==> src/common/uart_pkg.sv <==
package uart_pkg;

   // Character and bus widths
   localparam int DATA_W     = 8;
   localparam int APB_ADDR_W = 4;
   localparam int APB_DATA_W = 32;

   // Register map
   localparam logic [APB_ADDR_W-1:0] ADDR_DATA   = 4'h0;
   localparam logic [APB_ADDR_W-1:0] ADDR_STATUS = 4'h4;
   localparam logic [APB_ADDR_W-1:0] ADDR_DIV    = 4'h8;

   // Bit period divisor
   localparam int               DIV_W     = 16;
   localparam logic [DIV_W-1:0] DIV_MIN   = 16'd4;
   localparam logic [DIV_W-1:0] DIV_RESET = 16'd16;

   // Byte queues
   localparam int FIFO_DEPTH = 4;
   localparam int FIFO_PTR_W = 2;

   // STATUS field positions with the live flags below the sticky ones
   localparam int ST_TX_FULL    = 0;
   localparam int ST_TX_EMPTY   = 1;
   localparam int ST_RX_VALID   = 2;
   localparam int ST_RX_OVERRUN = 3;
   localparam int ST_FRAME_ERR  = 4;
   localparam int ST_TX_DROP    = 5;

   // Frame is start, 8 data, stop
   localparam int FRAME_BITS = 10;
   localparam int TX_BIT_W   = 4;
   localparam int RX_BIT_W   = 3;

   // Receiver states
   localparam int             RX_ST_W  = 3;
   localparam logic [RX_ST_W-1:0] RX_IDLE  = 3'd0;
   localparam logic [RX_ST_W-1:0] RX_START = 3'd1;
   localparam logic [RX_ST_W-1:0] RX_DATA  = 3'd2;
   localparam logic [RX_ST_W-1:0] RX_STOP  = 3'd3;
   localparam logic [RX_ST_W-1:0] RX_WAIT  = 3'd4;

endpackage

==> src/uart_apb_regs.sv <==
`timescale 1ns/1ps

module uart_apb_regs import uart_pkg::*; (
   input  logic                  clk_i,
   input  logic                  reset_i,
   input  logic [APB_ADDR_W-1:0] paddr_i,
   input  logic                  psel_i,
   input  logic                  penable_i,
   input  logic                  pwrite_i,
   input  logic [APB_DATA_W-1:0] pwdata_i,
   input  logic [DATA_W-1:0]     rx_head_i,
   input  logic                  rx_empty_i,
   input  logic                  rx_full_i,
   input  logic                  rx_push_i,
   input  logic                  frame_err_i,
   input  logic                  tx_full_i,
   input  logic                  tx_empty_i,
   output logic [APB_DATA_W-1:0] prdata_o,
   output logic                  pready_o,
   output logic                  pslverr_o,
   output logic                  rx_pop_o,
   output logic                  tx_push_o,
   output logic [DATA_W-1:0]     tx_byte_o,
   output logic [DIV_W-1:0]      div_o
);

   logic                  access;
   logic                  mapped;
   logic                  wr_ok;
   logic                  hit_data;
   logic                  hit_status;
   logic                  hit_div;
   logic [DIV_W-1:0]      div_q;
   logic [DIV_W-1:0]      div_wr;
   logic                  rx_overrun;
   logic                  frame_err;
   logic                  tx_drop;
   logic [APB_DATA_W-1:0] status_w;

   assign access     = psel_i && penable_i;
   assign hit_data   = (paddr_i == ADDR_DATA);
   assign hit_status = (paddr_i == ADDR_STATUS);
   assign hit_div    = (paddr_i == ADDR_DIV);
   assign mapped     = hit_data || hit_status || hit_div;
   assign wr_ok      = access && pwrite_i && mapped;

   // Zero wait states
   assign pready_o  = 1'b1;
   assign pslverr_o = access && !mapped;

   assign tx_push_o = wr_ok && hit_data;
   assign tx_byte_o = pwdata_i[DATA_W-1:0];
   assign rx_pop_o  = access && !pwrite_i && hit_data && !rx_empty_i;

   // Too small a divisor cannot place a mid-bit sample
   assign div_wr = (pwdata_i[DIV_W-1:0] < DIV_MIN) ? DIV_MIN : pwdata_i[DIV_W-1:0];
   assign div_o  = div_q;

   always_comb begin
      status_w                = '0;
      status_w[ST_TX_FULL]    = tx_full_i;
      status_w[ST_TX_EMPTY]   = tx_empty_i;
      status_w[ST_RX_VALID]   = !rx_empty_i;
      status_w[ST_RX_OVERRUN] = rx_overrun;
      status_w[ST_FRAME_ERR]  = frame_err;
      status_w[ST_TX_DROP]    = tx_drop;
   end

   always_comb begin
      prdata_o = '0;
      if (psel_i && !pwrite_i) begin
         if (hit_data && !rx_empty_i) begin
            prdata_o[DATA_W-1:0] = rx_head_i;
         end else if (hit_status) begin
            prdata_o = status_w;
         end else if (hit_div) begin
            prdata_o[DIV_W-1:0] = div_q;
         end
      end
   end

   always_ff @(posedge clk_i) begin
      if (reset_i) begin
         div_q      <= DIV_RESET;
         rx_overrun <= 1'b0;
         frame_err  <= 1'b0;
         tx_drop    <= 1'b0;
      end else begin
         if (wr_ok && hit_div) begin
            div_q <= div_wr;
         end
         // A new event wins over a clear in the same cycle
         if (rx_push_i && rx_full_i) begin
            rx_overrun <= 1'b1;
         end else if (wr_ok && hit_status && pwdata_i[ST_RX_OVERRUN]) begin
            rx_overrun <= 1'b0;
         end
         if (frame_err_i) begin
            frame_err <= 1'b1;
         end else if (wr_ok && hit_status && pwdata_i[ST_FRAME_ERR]) begin
            frame_err <= 1'b0;
         end
         if (tx_push_o && tx_full_i) begin
            tx_drop <= 1'b1;
         end else if (wr_ok && hit_status && pwdata_i[ST_TX_DROP]) begin
            tx_drop <= 1'b0;
         end
      end
   end

endmodule

==> src/uart_fifo.sv <==
`timescale 1ns/1ps

module uart_fifo import uart_pkg::*; (
   input  logic              clk_i,
   input  logic              reset_i,
   input  logic              push_i,
   input  logic [DATA_W-1:0] data_i,
   input  logic              pop_i,
   output logic [DATA_W-1:0] data_o,
   output logic              empty_o,
   output logic              full_o
);

   logic [DATA_W-1:0]     mem [FIFO_DEPTH];
   logic [FIFO_PTR_W-1:0] wr_ptr;
   logic [FIFO_PTR_W-1:0] rd_ptr;
   logic [FIFO_PTR_W:0]   count;
   logic                  do_push;
   logic                  do_pop;

   assign empty_o = (count == '0);
   assign full_o  = (count == (FIFO_PTR_W+1)'(FIFO_DEPTH));

   // Push on full is dropped here, the producer flags it
   assign do_push = push_i && !full_o;
   assign do_pop  = pop_i && !empty_o;

   assign data_o = mem[rd_ptr];

   always_ff @(posedge clk_i) begin
      if (reset_i) begin
         wr_ptr <= '0;
         rd_ptr <= '0;
         count  <= '0;
      end else begin
         if (do_push) begin
            wr_ptr <= wr_ptr + 1'b1;
         end
         if (do_pop) begin
            rd_ptr <= rd_ptr + 1'b1;
         end
         case ({do_push, do_pop})
            2'b10:   count <= count + 1'b1;
            2'b01:   count <= count - 1'b1;
            default: count <= count;
         endcase
      end
   end

   always_ff @(posedge clk_i) begin
      if (do_push) begin
         mem[wr_ptr] <= data_i;
      end
   end

endmodule

==> src/uart_top.sv <==
`timescale 1ns/1ps

module uart_top import uart_pkg::*; (
   input  logic                  clk_i,
   input  logic                  reset_i,
   input  logic [APB_ADDR_W-1:0] paddr_i,
   input  logic                  psel_i,
   input  logic                  penable_i,
   input  logic                  pwrite_i,
   input  logic [APB_DATA_W-1:0] pwdata_i,
   output logic [APB_DATA_W-1:0] prdata_o,
   output logic                  pready_o,
   output logic                  pslverr_o,
   input  logic                  uart_rxd_i,
   output logic                  uart_txd_o
);

   logic [DATA_W-1:0] rx_byte;
   logic              rx_push;
   logic              frame_err;
   logic [DATA_W-1:0] rx_head;
   logic              rx_empty;
   logic              rx_full;
   logic              rx_pop;
   logic              tx_push;
   logic [DATA_W-1:0] tx_byte;
   logic [DATA_W-1:0] tx_head;
   logic              tx_empty;
   logic              tx_full;
   logic              tx_ready;
   logic              tx_pop;
   logic [DIV_W-1:0]  div;

   // Byte moves to the transmitter when it is idle
   assign tx_pop = !tx_empty && tx_ready;

   uart_apb_regs regs (
      .clk_i      (clk_i),
      .reset_i    (reset_i),
      .paddr_i    (paddr_i),
      .psel_i     (psel_i),
      .penable_i  (penable_i),
      .pwrite_i   (pwrite_i),
      .pwdata_i   (pwdata_i),
      .rx_head_i  (rx_head),
      .rx_empty_i (rx_empty),
      .rx_full_i  (rx_full),
      .rx_push_i  (rx_push),
      .frame_err_i(frame_err),
      .tx_full_i  (tx_full),
      .tx_empty_i (tx_empty),
      .prdata_o   (prdata_o),
      .pready_o   (pready_o),
      .pslverr_o  (pslverr_o),
      .rx_pop_o   (rx_pop),
      .tx_push_o  (tx_push),
      .tx_byte_o  (tx_byte),
      .div_o      (div)
   );

   uart_fifo rx_fifo (
      .clk_i  (clk_i),
      .reset_i(reset_i),
      .push_i (rx_push),
      .data_i (rx_byte),
      .pop_i  (rx_pop),
      .data_o (rx_head),
      .empty_o(rx_empty),
      .full_o (rx_full)
   );

   uart_fifo tx_fifo (
      .clk_i  (clk_i),
      .reset_i(reset_i),
      .push_i (tx_push),
      .data_i (tx_byte),
      .pop_i  (tx_pop),
      .data_o (tx_head),
      .empty_o(tx_empty),
      .full_o (tx_full)
   );

   uart_rx rx (
      .clk_i      (clk_i),
      .reset_i    (reset_i),
      .rxd_i      (uart_rxd_i),
      .div_i      (div),
      .byte_o     (rx_byte),
      .valid_o    (rx_push),
      .frame_err_o(frame_err)
   );

   uart_tx tx (
      .clk_i  (clk_i),
      .reset_i(reset_i),
      .byte_i (tx_head),
      .valid_i(!tx_empty),
      .div_i  (div),
      .ready_o(tx_ready),
      .txd_o  (uart_txd_o)
   );

endmodule

==> src/uart_rx/uart_rx.sv <==
`timescale 1ns/1ps

module uart_rx import uart_pkg::*; (
   input  logic              clk_i,
   input  logic              reset_i,
   input  logic              rxd_i,
   input  logic [DIV_W-1:0]  div_i,
   output logic [DATA_W-1:0] byte_o,
   output logic              valid_o,
   output logic              frame_err_o
);

   logic [1:0]          rxd_sync;
   logic                rxd_s;
   logic [RX_ST_W-1:0]  state;
   logic [DIV_W-1:0]    div_q;
   logic [DIV_W-1:0]    cnt;
   logic [RX_BIT_W-1:0] bit_idx;
   logic [DATA_W-1:0]   shift;
   logic                half_tick;
   logic                bit_tick;

   // Line is asynchronous to clk_i
   assign rxd_s = rxd_sync[1];

   assign half_tick = (cnt == (div_q >> 1) - 1'b1);
   assign bit_tick  = (cnt == div_q - 1'b1);

   // Stop bit decides between a push and a framing error
   assign byte_o      = shift;
   assign valid_o     = (state == RX_STOP) && bit_tick && rxd_s;
   assign frame_err_o = (state == RX_STOP) && bit_tick && !rxd_s;

   always_ff @(posedge clk_i) begin
      if (reset_i) begin
         rxd_sync <= 2'b11;
         state    <= RX_IDLE;
         cnt      <= '0;
         bit_idx  <= '0;
      end else begin
         rxd_sync <= {rxd_sync[0], rxd_i};
         case (state)
            RX_IDLE: begin
               if (!rxd_s) begin
                  state <= RX_START;
                  cnt   <= '0;
               end
            end
            RX_START: begin
               if (half_tick) begin
                  // High at mid start means a glitch
                  state   <= rxd_s ? RX_IDLE : RX_DATA;
                  cnt     <= '0;
                  bit_idx <= '0;
               end else begin
                  cnt <= cnt + 1'b1;
               end
            end
            RX_DATA: begin
               if (bit_tick) begin
                  cnt     <= '0;
                  bit_idx <= bit_idx + 1'b1;
                  if (bit_idx == RX_BIT_W'(DATA_W - 1)) begin
                     state <= RX_STOP;
                  end
               end else begin
                  cnt <= cnt + 1'b1;
               end
            end
            RX_STOP: begin
               if (bit_tick) begin
                  cnt   <= '0;
                  state <= rxd_s ? RX_IDLE : RX_WAIT;
               end else begin
                  cnt <= cnt + 1'b1;
               end
            end
            RX_WAIT: begin
               // Hold off until the line is released
               if (rxd_s) begin
                  state <= RX_IDLE;
               end
            end
            default: state <= RX_IDLE;
         endcase
      end
   end

   // Divisor is held for the whole frame
   always_ff @(posedge clk_i) begin
      if (state == RX_IDLE && !rxd_s) begin
         div_q <= div_i;
      end
      if (state == RX_DATA && bit_tick) begin
         shift <= {rxd_s, shift[DATA_W-1:1]};
      end
   end

endmodule

==> src/uart_tx/uart_tx.sv <==
`timescale 1ns/1ps

module uart_tx import uart_pkg::*; (
   input  logic              clk_i,
   input  logic              reset_i,
   input  logic [DATA_W-1:0] byte_i,
   input  logic              valid_i,
   input  logic [DIV_W-1:0]  div_i,
   output logic              ready_o,
   output logic              txd_o
);

   logic                  busy;
   logic                  txd_q;
   logic [FRAME_BITS-1:0] frame;
   logic [DIV_W-1:0]      div_q;
   logic [DIV_W-1:0]      cnt;
   logic [TX_BIT_W-1:0]   bit_idx;
   logic                  accept;
   logic                  bit_end;

   assign ready_o = !busy;
   assign txd_o   = txd_q;

   assign accept  = valid_i && !busy;
   assign bit_end = (cnt == div_q - 1'b1);

   always_ff @(posedge clk_i) begin
      if (reset_i) begin
         busy    <= 1'b0;
         txd_q   <= 1'b1;
         cnt     <= '0;
         bit_idx <= '0;
      end else if (accept) begin
         // Start bit goes out right away
         busy    <= 1'b1;
         txd_q   <= 1'b0;
         cnt     <= '0;
         bit_idx <= '0;
      end else if (busy) begin
         if (bit_end) begin
            cnt <= '0;
            if (bit_idx == TX_BIT_W'(FRAME_BITS - 1)) begin
               // End of stop bit, back to idle high
               busy  <= 1'b0;
               txd_q <= 1'b1;
            end else begin
               bit_idx <= bit_idx + 1'b1;
               txd_q   <= frame[1];
            end
         end else begin
            cnt <= cnt + 1'b1;
         end
      end
   end

   // Frame shifts right, LSB first on the line
   always_ff @(posedge clk_i) begin
      if (accept) begin
         frame <= {1'b1, byte_i, 1'b0};
         div_q <= div_i;
      end else if (busy && bit_end) begin
         frame <= {1'b1, frame[FRAME_BITS-1:1]};
      end
   end

endmodule
==> config.mk <==
export PLATFORM = sky130hd
export DESIGN_NAME = uart_top
export DESIGN_NICKNAME = d
export VERILOG_FILES = /design/src/common/uart_pkg.sv /design/src/uart_apb_regs.sv /design/src/uart_fifo.sv /design/src/uart_top.sv /design/src/uart_rx/uart_rx.sv /design/src/uart_tx/uart_tx.sv
export SDC_FILE = /design/constraint.sdc
export NUM_CORES = 1
export LEC_CHECK = 0
export ABC_CLOCK_PERIOD_IN_PS = 8250
export BUFFER_PORTS_ARGS = -buffer_cell sky130_fd_sc_hd__buf_2
export CORE_MARGIN = 2
export CORE_UTILIZATION = 60
export CTS_CLUSTER_DIAMETER = 100
export DETAILED_ROUTE_END_ITERATION = 8
export PLACE_DENSITY = 0.87
export SETUP_SLACK_MARGIN = 0.5
export SLEW_MARGIN = 20
export SYNTH_ARGS = -nofsm -noshare
export SYNTH_HDL_FRONTEND = slang
export SYNTH_SLANG_ARGS = --single-unit
==> constraint.sdc <==
create_clock -name clk_i -period 8.25 [get_ports clk_i]
set_input_delay 0.4125 -clock clk_i [delete_from_list [all_inputs] [get_ports clk_i]]
set_output_delay 0.4125 -clock clk_i [all_outputs]
set_load 0.02 [all_outputs]
==> results.cfg, run 1 <==
[synthesis]
syn_area_mm2 = 0.009837
synthArstFlopShare_pct = 0
synth_seq_cells = 195
ys_seq_area_share_pct = 51.08
synth-main-ff-cell = edfxtp_1
ys_types = 76
ys_warn_count = 0
synth_edf_count = 112
synth_cells = 922
syn_area_per_cell_um2 = 10.67

[route]
detail-route-antenna-nets = 0
avgViaCountPerCell = 6.185
dr.first_iter.drc_count = 908
firstDrtPassIters = 5
m1WireLength_mm = 9.060
drc = 0
highest_layer = met4
via_count = 7224
met3_length_mm = 1.628
wl_per_cell_um = 19.05
wl_met2_mm = 10.84
wl_mm = 22.25

[cts]
worstSkewPairLatency_ns = 0.44
root_buffer = clkbuf_16
postCtsHoldBufs = 0
cts_setup_buffers = 0
cts_buffer_depth = 2
cts_tree = built
clkTransAtPathRegs_ns = 0.07
cts-resized-gates = 0
cts_buffers = 17
cts.sinks = 195
htree_levels = 4

[placed_design]
placed_cell_area_mm2 = 0.01009
pre_cts_slack_ns = 3.641
gp_congestion = 0.9316
io_buffers = 43
placedCellCount = 1135
dp_hpwl_mm = 15.16

[run]
maxCapViolations = 0

[die]
die_area_mm2 = 0.01743
core_area_mm2 = 0.01594
row_count = 46
start_util_pct = 61.70
die_w_um = 132.0
io_pins = 77
die_h_um = 132.0

[pwr]
clkPwrFrac_pct = 36.2
pwr-share-seq_pct = 50.2
peakVddDrop_mv = 0.1730
p_per_area_mw_per_mm2 = 220.1
p_sw_share_pct = 27.83
p_comb_share_pct = 13.7
power.leakage_uw = 0.003704
p_int_uw = 1701
switchingPower_uw = 655.9

[timing]
setup_viol = 0
fin_tns_setup_ns = 0
period_share_pct = 56.97
period_minus_slack_ns = 4.700
drv_slew = 0
fin_skew_ns = 0.01014
rsz0062_at_grt = no
worst_pin_slew_ns = 0.8368
finalHoldViolations = 0
timing.final.ws_setup_ns = 3.550
max_freq_mhz = 212.7
slew_headroom_pct = 42.77

[worst_setup_path]
critPathKind = flop to flop
crit_top_cell = inv_1
crit_buf_inv = 3
cpPeakStageDelay_ns = 0.73
critPathRequiredTime_ns = 8.62
crit_arrival_ns = 5.07
path_cells = inv_1 > ha_1 > nor4b_2 > xnor2_1 > or3_1 > a2111oi_0 > nand2_1 > nor4_4 > inv_1 > ha_1 > inv_1 > fa_1 > nor2_1 > a21oi_1 > nor2_1
critPathSlowestCell = a2111oi_0
start_kind = flop
endpoint_kind = flop
critPathMaxFanout = 13
regToRegSetupSlack_ns = 3.55
crit_family = simple AND/OR/NAND/NOR gates

[cells_and_area]
final_cell_mix = 112 x edfxtp_1, 83 x dfxtp_1, 78 x nand2_1, 78 x nor2_1, 47 x xor2_1
final_common_cell = edfxtp_1
fin_util_pct = 67.15
fill_cells = 1081
drive_gt1_share_pct = 12.20
fin_area_mm2 = 0.01071
fin_nets = 1001
fin_cells = 1168
areaGrowthSynthToFinish_pct = 8.828

[global_routing]
antenna_found_initial = 0
grt_first_pass_wirelength_mm = 36.08
first_global_vias = 6969
grt-ovfl-total = 0
grt.total_usage_pct = 26.12
grt_max_degree = 48

[status]
outcome = finished clean

[min_path]
hp-class = input pin to flop
-- routing by layer --
layer	up-vias	global-route usage [%]
li1	3345	-
met1	3457	34.03
met2	352	42.48
met4	0	11.47
met3	70	5.459
met5	-	0
-- area by class of cell --
type	count	area, um^2	area share, %
multi-input cells	644	4418	41.27
well taps	216	270.3	2.525
diodes	1	2.502	0.02338
repair buffers	49	260.3	2.431
flip-flops and latches	195	5025	46.94
clock buffers	20	446.7	4.172
clock inverters	12	166.4	1.554
inverters	31	116.4	1.087
-- state kept, by name (all words and copies together), names as in the netlist, 16 cells and up, named ones only --
name and cells:
tx_fifo.mem 32, rx.div_q 16, rx_fifo.mem 32, rx.cnt 16, regs.div_o 16, tx.cnt 16, tx.div_q 16
-- cell families after synthesis --
group	share of synthesized area, %
buffers and inverters	4.706
AOI/OAI and AO/OA	9.463
other	0.07634
DFF	51.08
adders and majority gates	2.824
xor gates and xnor gates	7.975
and+or+nand+nor	19.49
muxes	4.388
-- cells in the mapped netlist (all sizes together) (5+ instances only) --
library cell / number / area share, %
a21oi: 44 / 2.2
a222oi: 5 / 0.51
a22o: 10 / 0.89
a31oi: 14 / 0.89
and2: 22 / 1.4
and3: 20 / 1.3
buf: 28 / 2.0
clkbuf: 39 / 1.5
dfxtp: 83 / 17
edfxtp: 112 / 34
ha: 19 / 2.4
inv: 31 / 1.2
mux2i: 6 / 0.61
mux4: 16 / 3.7
nand2: 79 / 3.0
nand2b: 14 / 0.89
nand3: 26 / 1.3
nand3b: 10 / 0.76
nand4: 14 / 0.89
nor2: 78 / 3.0
nor2b: 8 / 0.51
nor3: 21 / 1.1
nor4: 19 / 1.6
o211ai: 5 / 0.38
o21a: 5 / 0.38
o21ai: 17 / 0.86
or2: 7 / 0.45
or3: 10 / 0.64
xnor2: 40 / 3.6
xor2: 47 / 4.2
-- stage by stage --
stage | total power, uW | hold slack [ns]
4_1_cts | 2358 | 0.1623
3_3_place_gp | 1499 | 0.3936
2_1_floorplan | 1428 | 0.3895
3_5_place_dp | 1511 | 0.3942
6_report | 2357 | 0.1740
5_1_grt | 2433 | 0.1644
-- power groups by stage --
stage               clock network [uW]  logic (uW)  registers, uW
floorplan                            0         264           1160
global placement                     0         303           1200
detailed placement                   0         312           1200
CTS                                860         318           1180
global route                       894         349           1190
finish                             852         322           1180
-- worst register-to-register path, delay by kind of cell (launching register included) --
| family | cells | cell delay, ns |
|---|---|---|
| simple gates | 6 | 1.84 |
| fa+ha+maj | 3 | 1.04 |
| buf+inv | 3 | 0.27 |
| compound gates | 2 | 0.83 |
| xor+xnor | 1 | 0.11 |
| flops | 1 | 0.55 |
-- worst paths after layout --
path                                           startpoint                            end  cells after the start
worst max-delay path                rx.div_q[2]$_DFFE_PP_  rx_fifo.count[1]$_SDFFE_PP0P_                     15
worst min-delay path                           uart_rxd_i      rx.rxd_sync[0]$_SDFF_PP1_                      2
worst max register to register      rx.div_q[2]$_DFFE_PP_  rx_fifo.count[1]$_SDFFE_PP0P_                     15
worst min register to register  rx.rxd_sync[0]$_SDFF_PP1_      rx.rxd_sync[1]$_SDFF_PP1_                      1
Note: power is estimated with default switching activity, not from simulation.
==> inputs of run 2 (changes only) <==
- ABC_CLOCK_PERIOD_IN_PS: 8250 -> 4430
- clock period: 8.25 -> 4.43 ns (I/O delays scaled with it)
==> results.cfg, run 2 (synthesized netlist as in run 1, its figures left out) <==
[worst_setup_path]
endpoint_kind = flop
start_kind = flop
cpPeakStageDelay_ns = 0.46
crit_arrival_ns = 4.12
critPathKind = flop to flop
crit_top_cell = inv_1
critPathSlowestCell = edfxtp_1
path_cells = inv_1 > ha_2 > xor2_1 > o211ai_1 > or3_1 > a2111oi_2 > buf_4 > nand2_1 > nor4_4 > inv_1 > ha_1 > inv_1 > fa_1 > xor2_1 > or3_1 > a21oi_1
critPathMaxFanout = 6
critPathRequiredTime_ns = 4.79

[cts]
clkTransAtPathRegs_ns = 0.07
cts.sinks = 195
cts_tree = built
cts_buffer_depth = 2
cts_buffers = 17
root_buffer = clkbuf_16
worstSkewPairLatency_ns = 0.44
htree_levels = 4

[pwr]
power.leakage_uw = 0.003793
peakVddDrop_mv = 0.2968
p_per_area_mw_per_mm2 = 399.0

[die]
die_w_um = 132.0
die_area_mm2 = 0.01743
core_area_mm2 = 0.01594
io_pins = 77
die_h_um = 132.0
start_util_pct = 61.70
row_count = 46

[route]
drc = 0
wl_mm = 22.58
dr.first_iter.drc_count = 966
avgViaCountPerCell = 6.179
via_count = 7310
wl_per_cell_um = 19.09
detail-route-antenna-nets = 0
firstDrtPassIters = 6

[timing]
finalHoldViolations = 0
timing.hold.ws_ns = 0.04063
period_minus_slack_ns = 3.761
setup_viol = 0
rsz0062_at_grt = yes
fin_skew_ns = 0.006377
period_share_pct = 84.90
max_freq_mhz = 265.9
drv_slew = 0
fin_tns_setup_ns = 0
slew_headroom_pct = 38.66
worst_pin_slew_ns = 0.8969

[global_routing]
first_global_vias = 6951
grt_first_pass_wirelength_mm = 35.54
grt-ovfl-total = 0
grt_use_met1_pct = 33.73
grt_use_met2_pct = 41.98
grt.total_usage_pct = 25.83
globalRouteMet3Util_pct = 4.729
grt_max_degree = 48
antenna_found_initial = 0
grt_most_used_layer = met2

[cells_and_area]
antenna_cells = 0
fin_nets = 1017
final_common_cell = edfxtp_1
drive_gt1_share_pct = 14.06
fill_cells = 1085
areaGrowthSynthToFinish_pct = 10.49
final_cell_mix = 112 x edfxtp_1, 83 x dfxtp_1, 78 x nand2_1, 78 x nor2_1, 47 x xor2_1
reg_top3 = rx_fifo.mem: 32 flops, tx_fifo.mem: 32 flops

[placed_design]
dp_hpwl_mm = 15.19
io_buffers = 43
gp_congestion = 0.9750

[min_path]
hp-class = input pin to flop

[run]
maxCapViolations = 0

[status]
outcome = finished clean
run 2: through the flow:
stage / instances / total power (uW) / setup slack (ns) / instance area, um^2 / utilization (%)
after CTS: 1174 / 4332 / 0.5101 / 10750 / 67.40
after detailed placement: 1141 / 2817 / 0.6107 / 10130 / 63.57
after global placement: 1141 / 2791 / 0.5833 / 10130 / 63.57
after floorplan: 937 / 2660 / 0.7252 / 9893 / -
final: 1183 / 4337 / 0.6687 / 10870 / 68.18
after global routing: 1183 / 4482 / 0.4743 / 10870 / 68.18
run 2: routing by layer:
layer	share of wire, %	routed length (um)	vias to the layer above
li1	-	-	3371
met1	39	8900	3472
met2	49	10960	380
met3	7.9	1785	87
met4	4.1	935	0
met5	0	0	-
run 2: final timing paths:
path,depth (start not counted),startpoint,to,slack [ns]
worst max register to register,16,rx.div_q[1]$_DFFE_PP_,rx_fifo.count[2]$_SDFFE_PP0P_,0.67
worst max-delay path,16,rx.div_q[1]$_DFFE_PP_,rx_fifo.count[2]$_SDFFE_PP0P_,0.67
worst min-delay path,1,pwdata_i[1],tx_fifo.mem[3][1]$_DFFE_PP_,0.04
worst min register to register,1,rx.rxd_sync[0]$_SDFF_PP1_,rx.rxd_sync[1]$_SDFF_PP1_,0.42
run 2: power breakdown:
part / switching, uW / total [uW] / internal (uW) / leakage [uW]
Combinational: 378 / 614 / 236 / 0.00184
Clock: 727 / 1530 / 802 / 0.000285
Sequential: 131 / 2190 / 2060 / 0.00167
run 2: cell type report:
type / instances / area, um^2 / area share (%)
Sequential cell: 195 / 5025 / 46.23
Timing Repair Buffer: 65 / 382.9 / 3.522
Inverter: 31 / 116.4 / 1.071
Multi-Input combinational cell: 644 / 4474 / 41.16
Clock buffer: 17 / 425.4 / 3.914
Tap cell: 216 / 270.3 / 2.486
Clock inverter: 15 / 175.2 / 1.612
run 2: what timing repair did:
| action | 4_1_cts | 5_1_grt |
|---|---|---|
| hold endpoints to repair | 1 | 0 |
| hold buffers | 1 | 0 |
| buffers inserted | 0 | 9 |
| endpoints found under the setup margin | 0 | 34 |
| resized for setup | 0 | 9 |
run 2: critical path: cells and delay by family (launching register included):
kind,cells,cell delay [ns]
flops,1,0.46
fa+ha+maj,3,0.71
simple gates,4,1.13
buf+inv,4,0.43
xor+xnor,2,0.34
compound gates,3,0.60
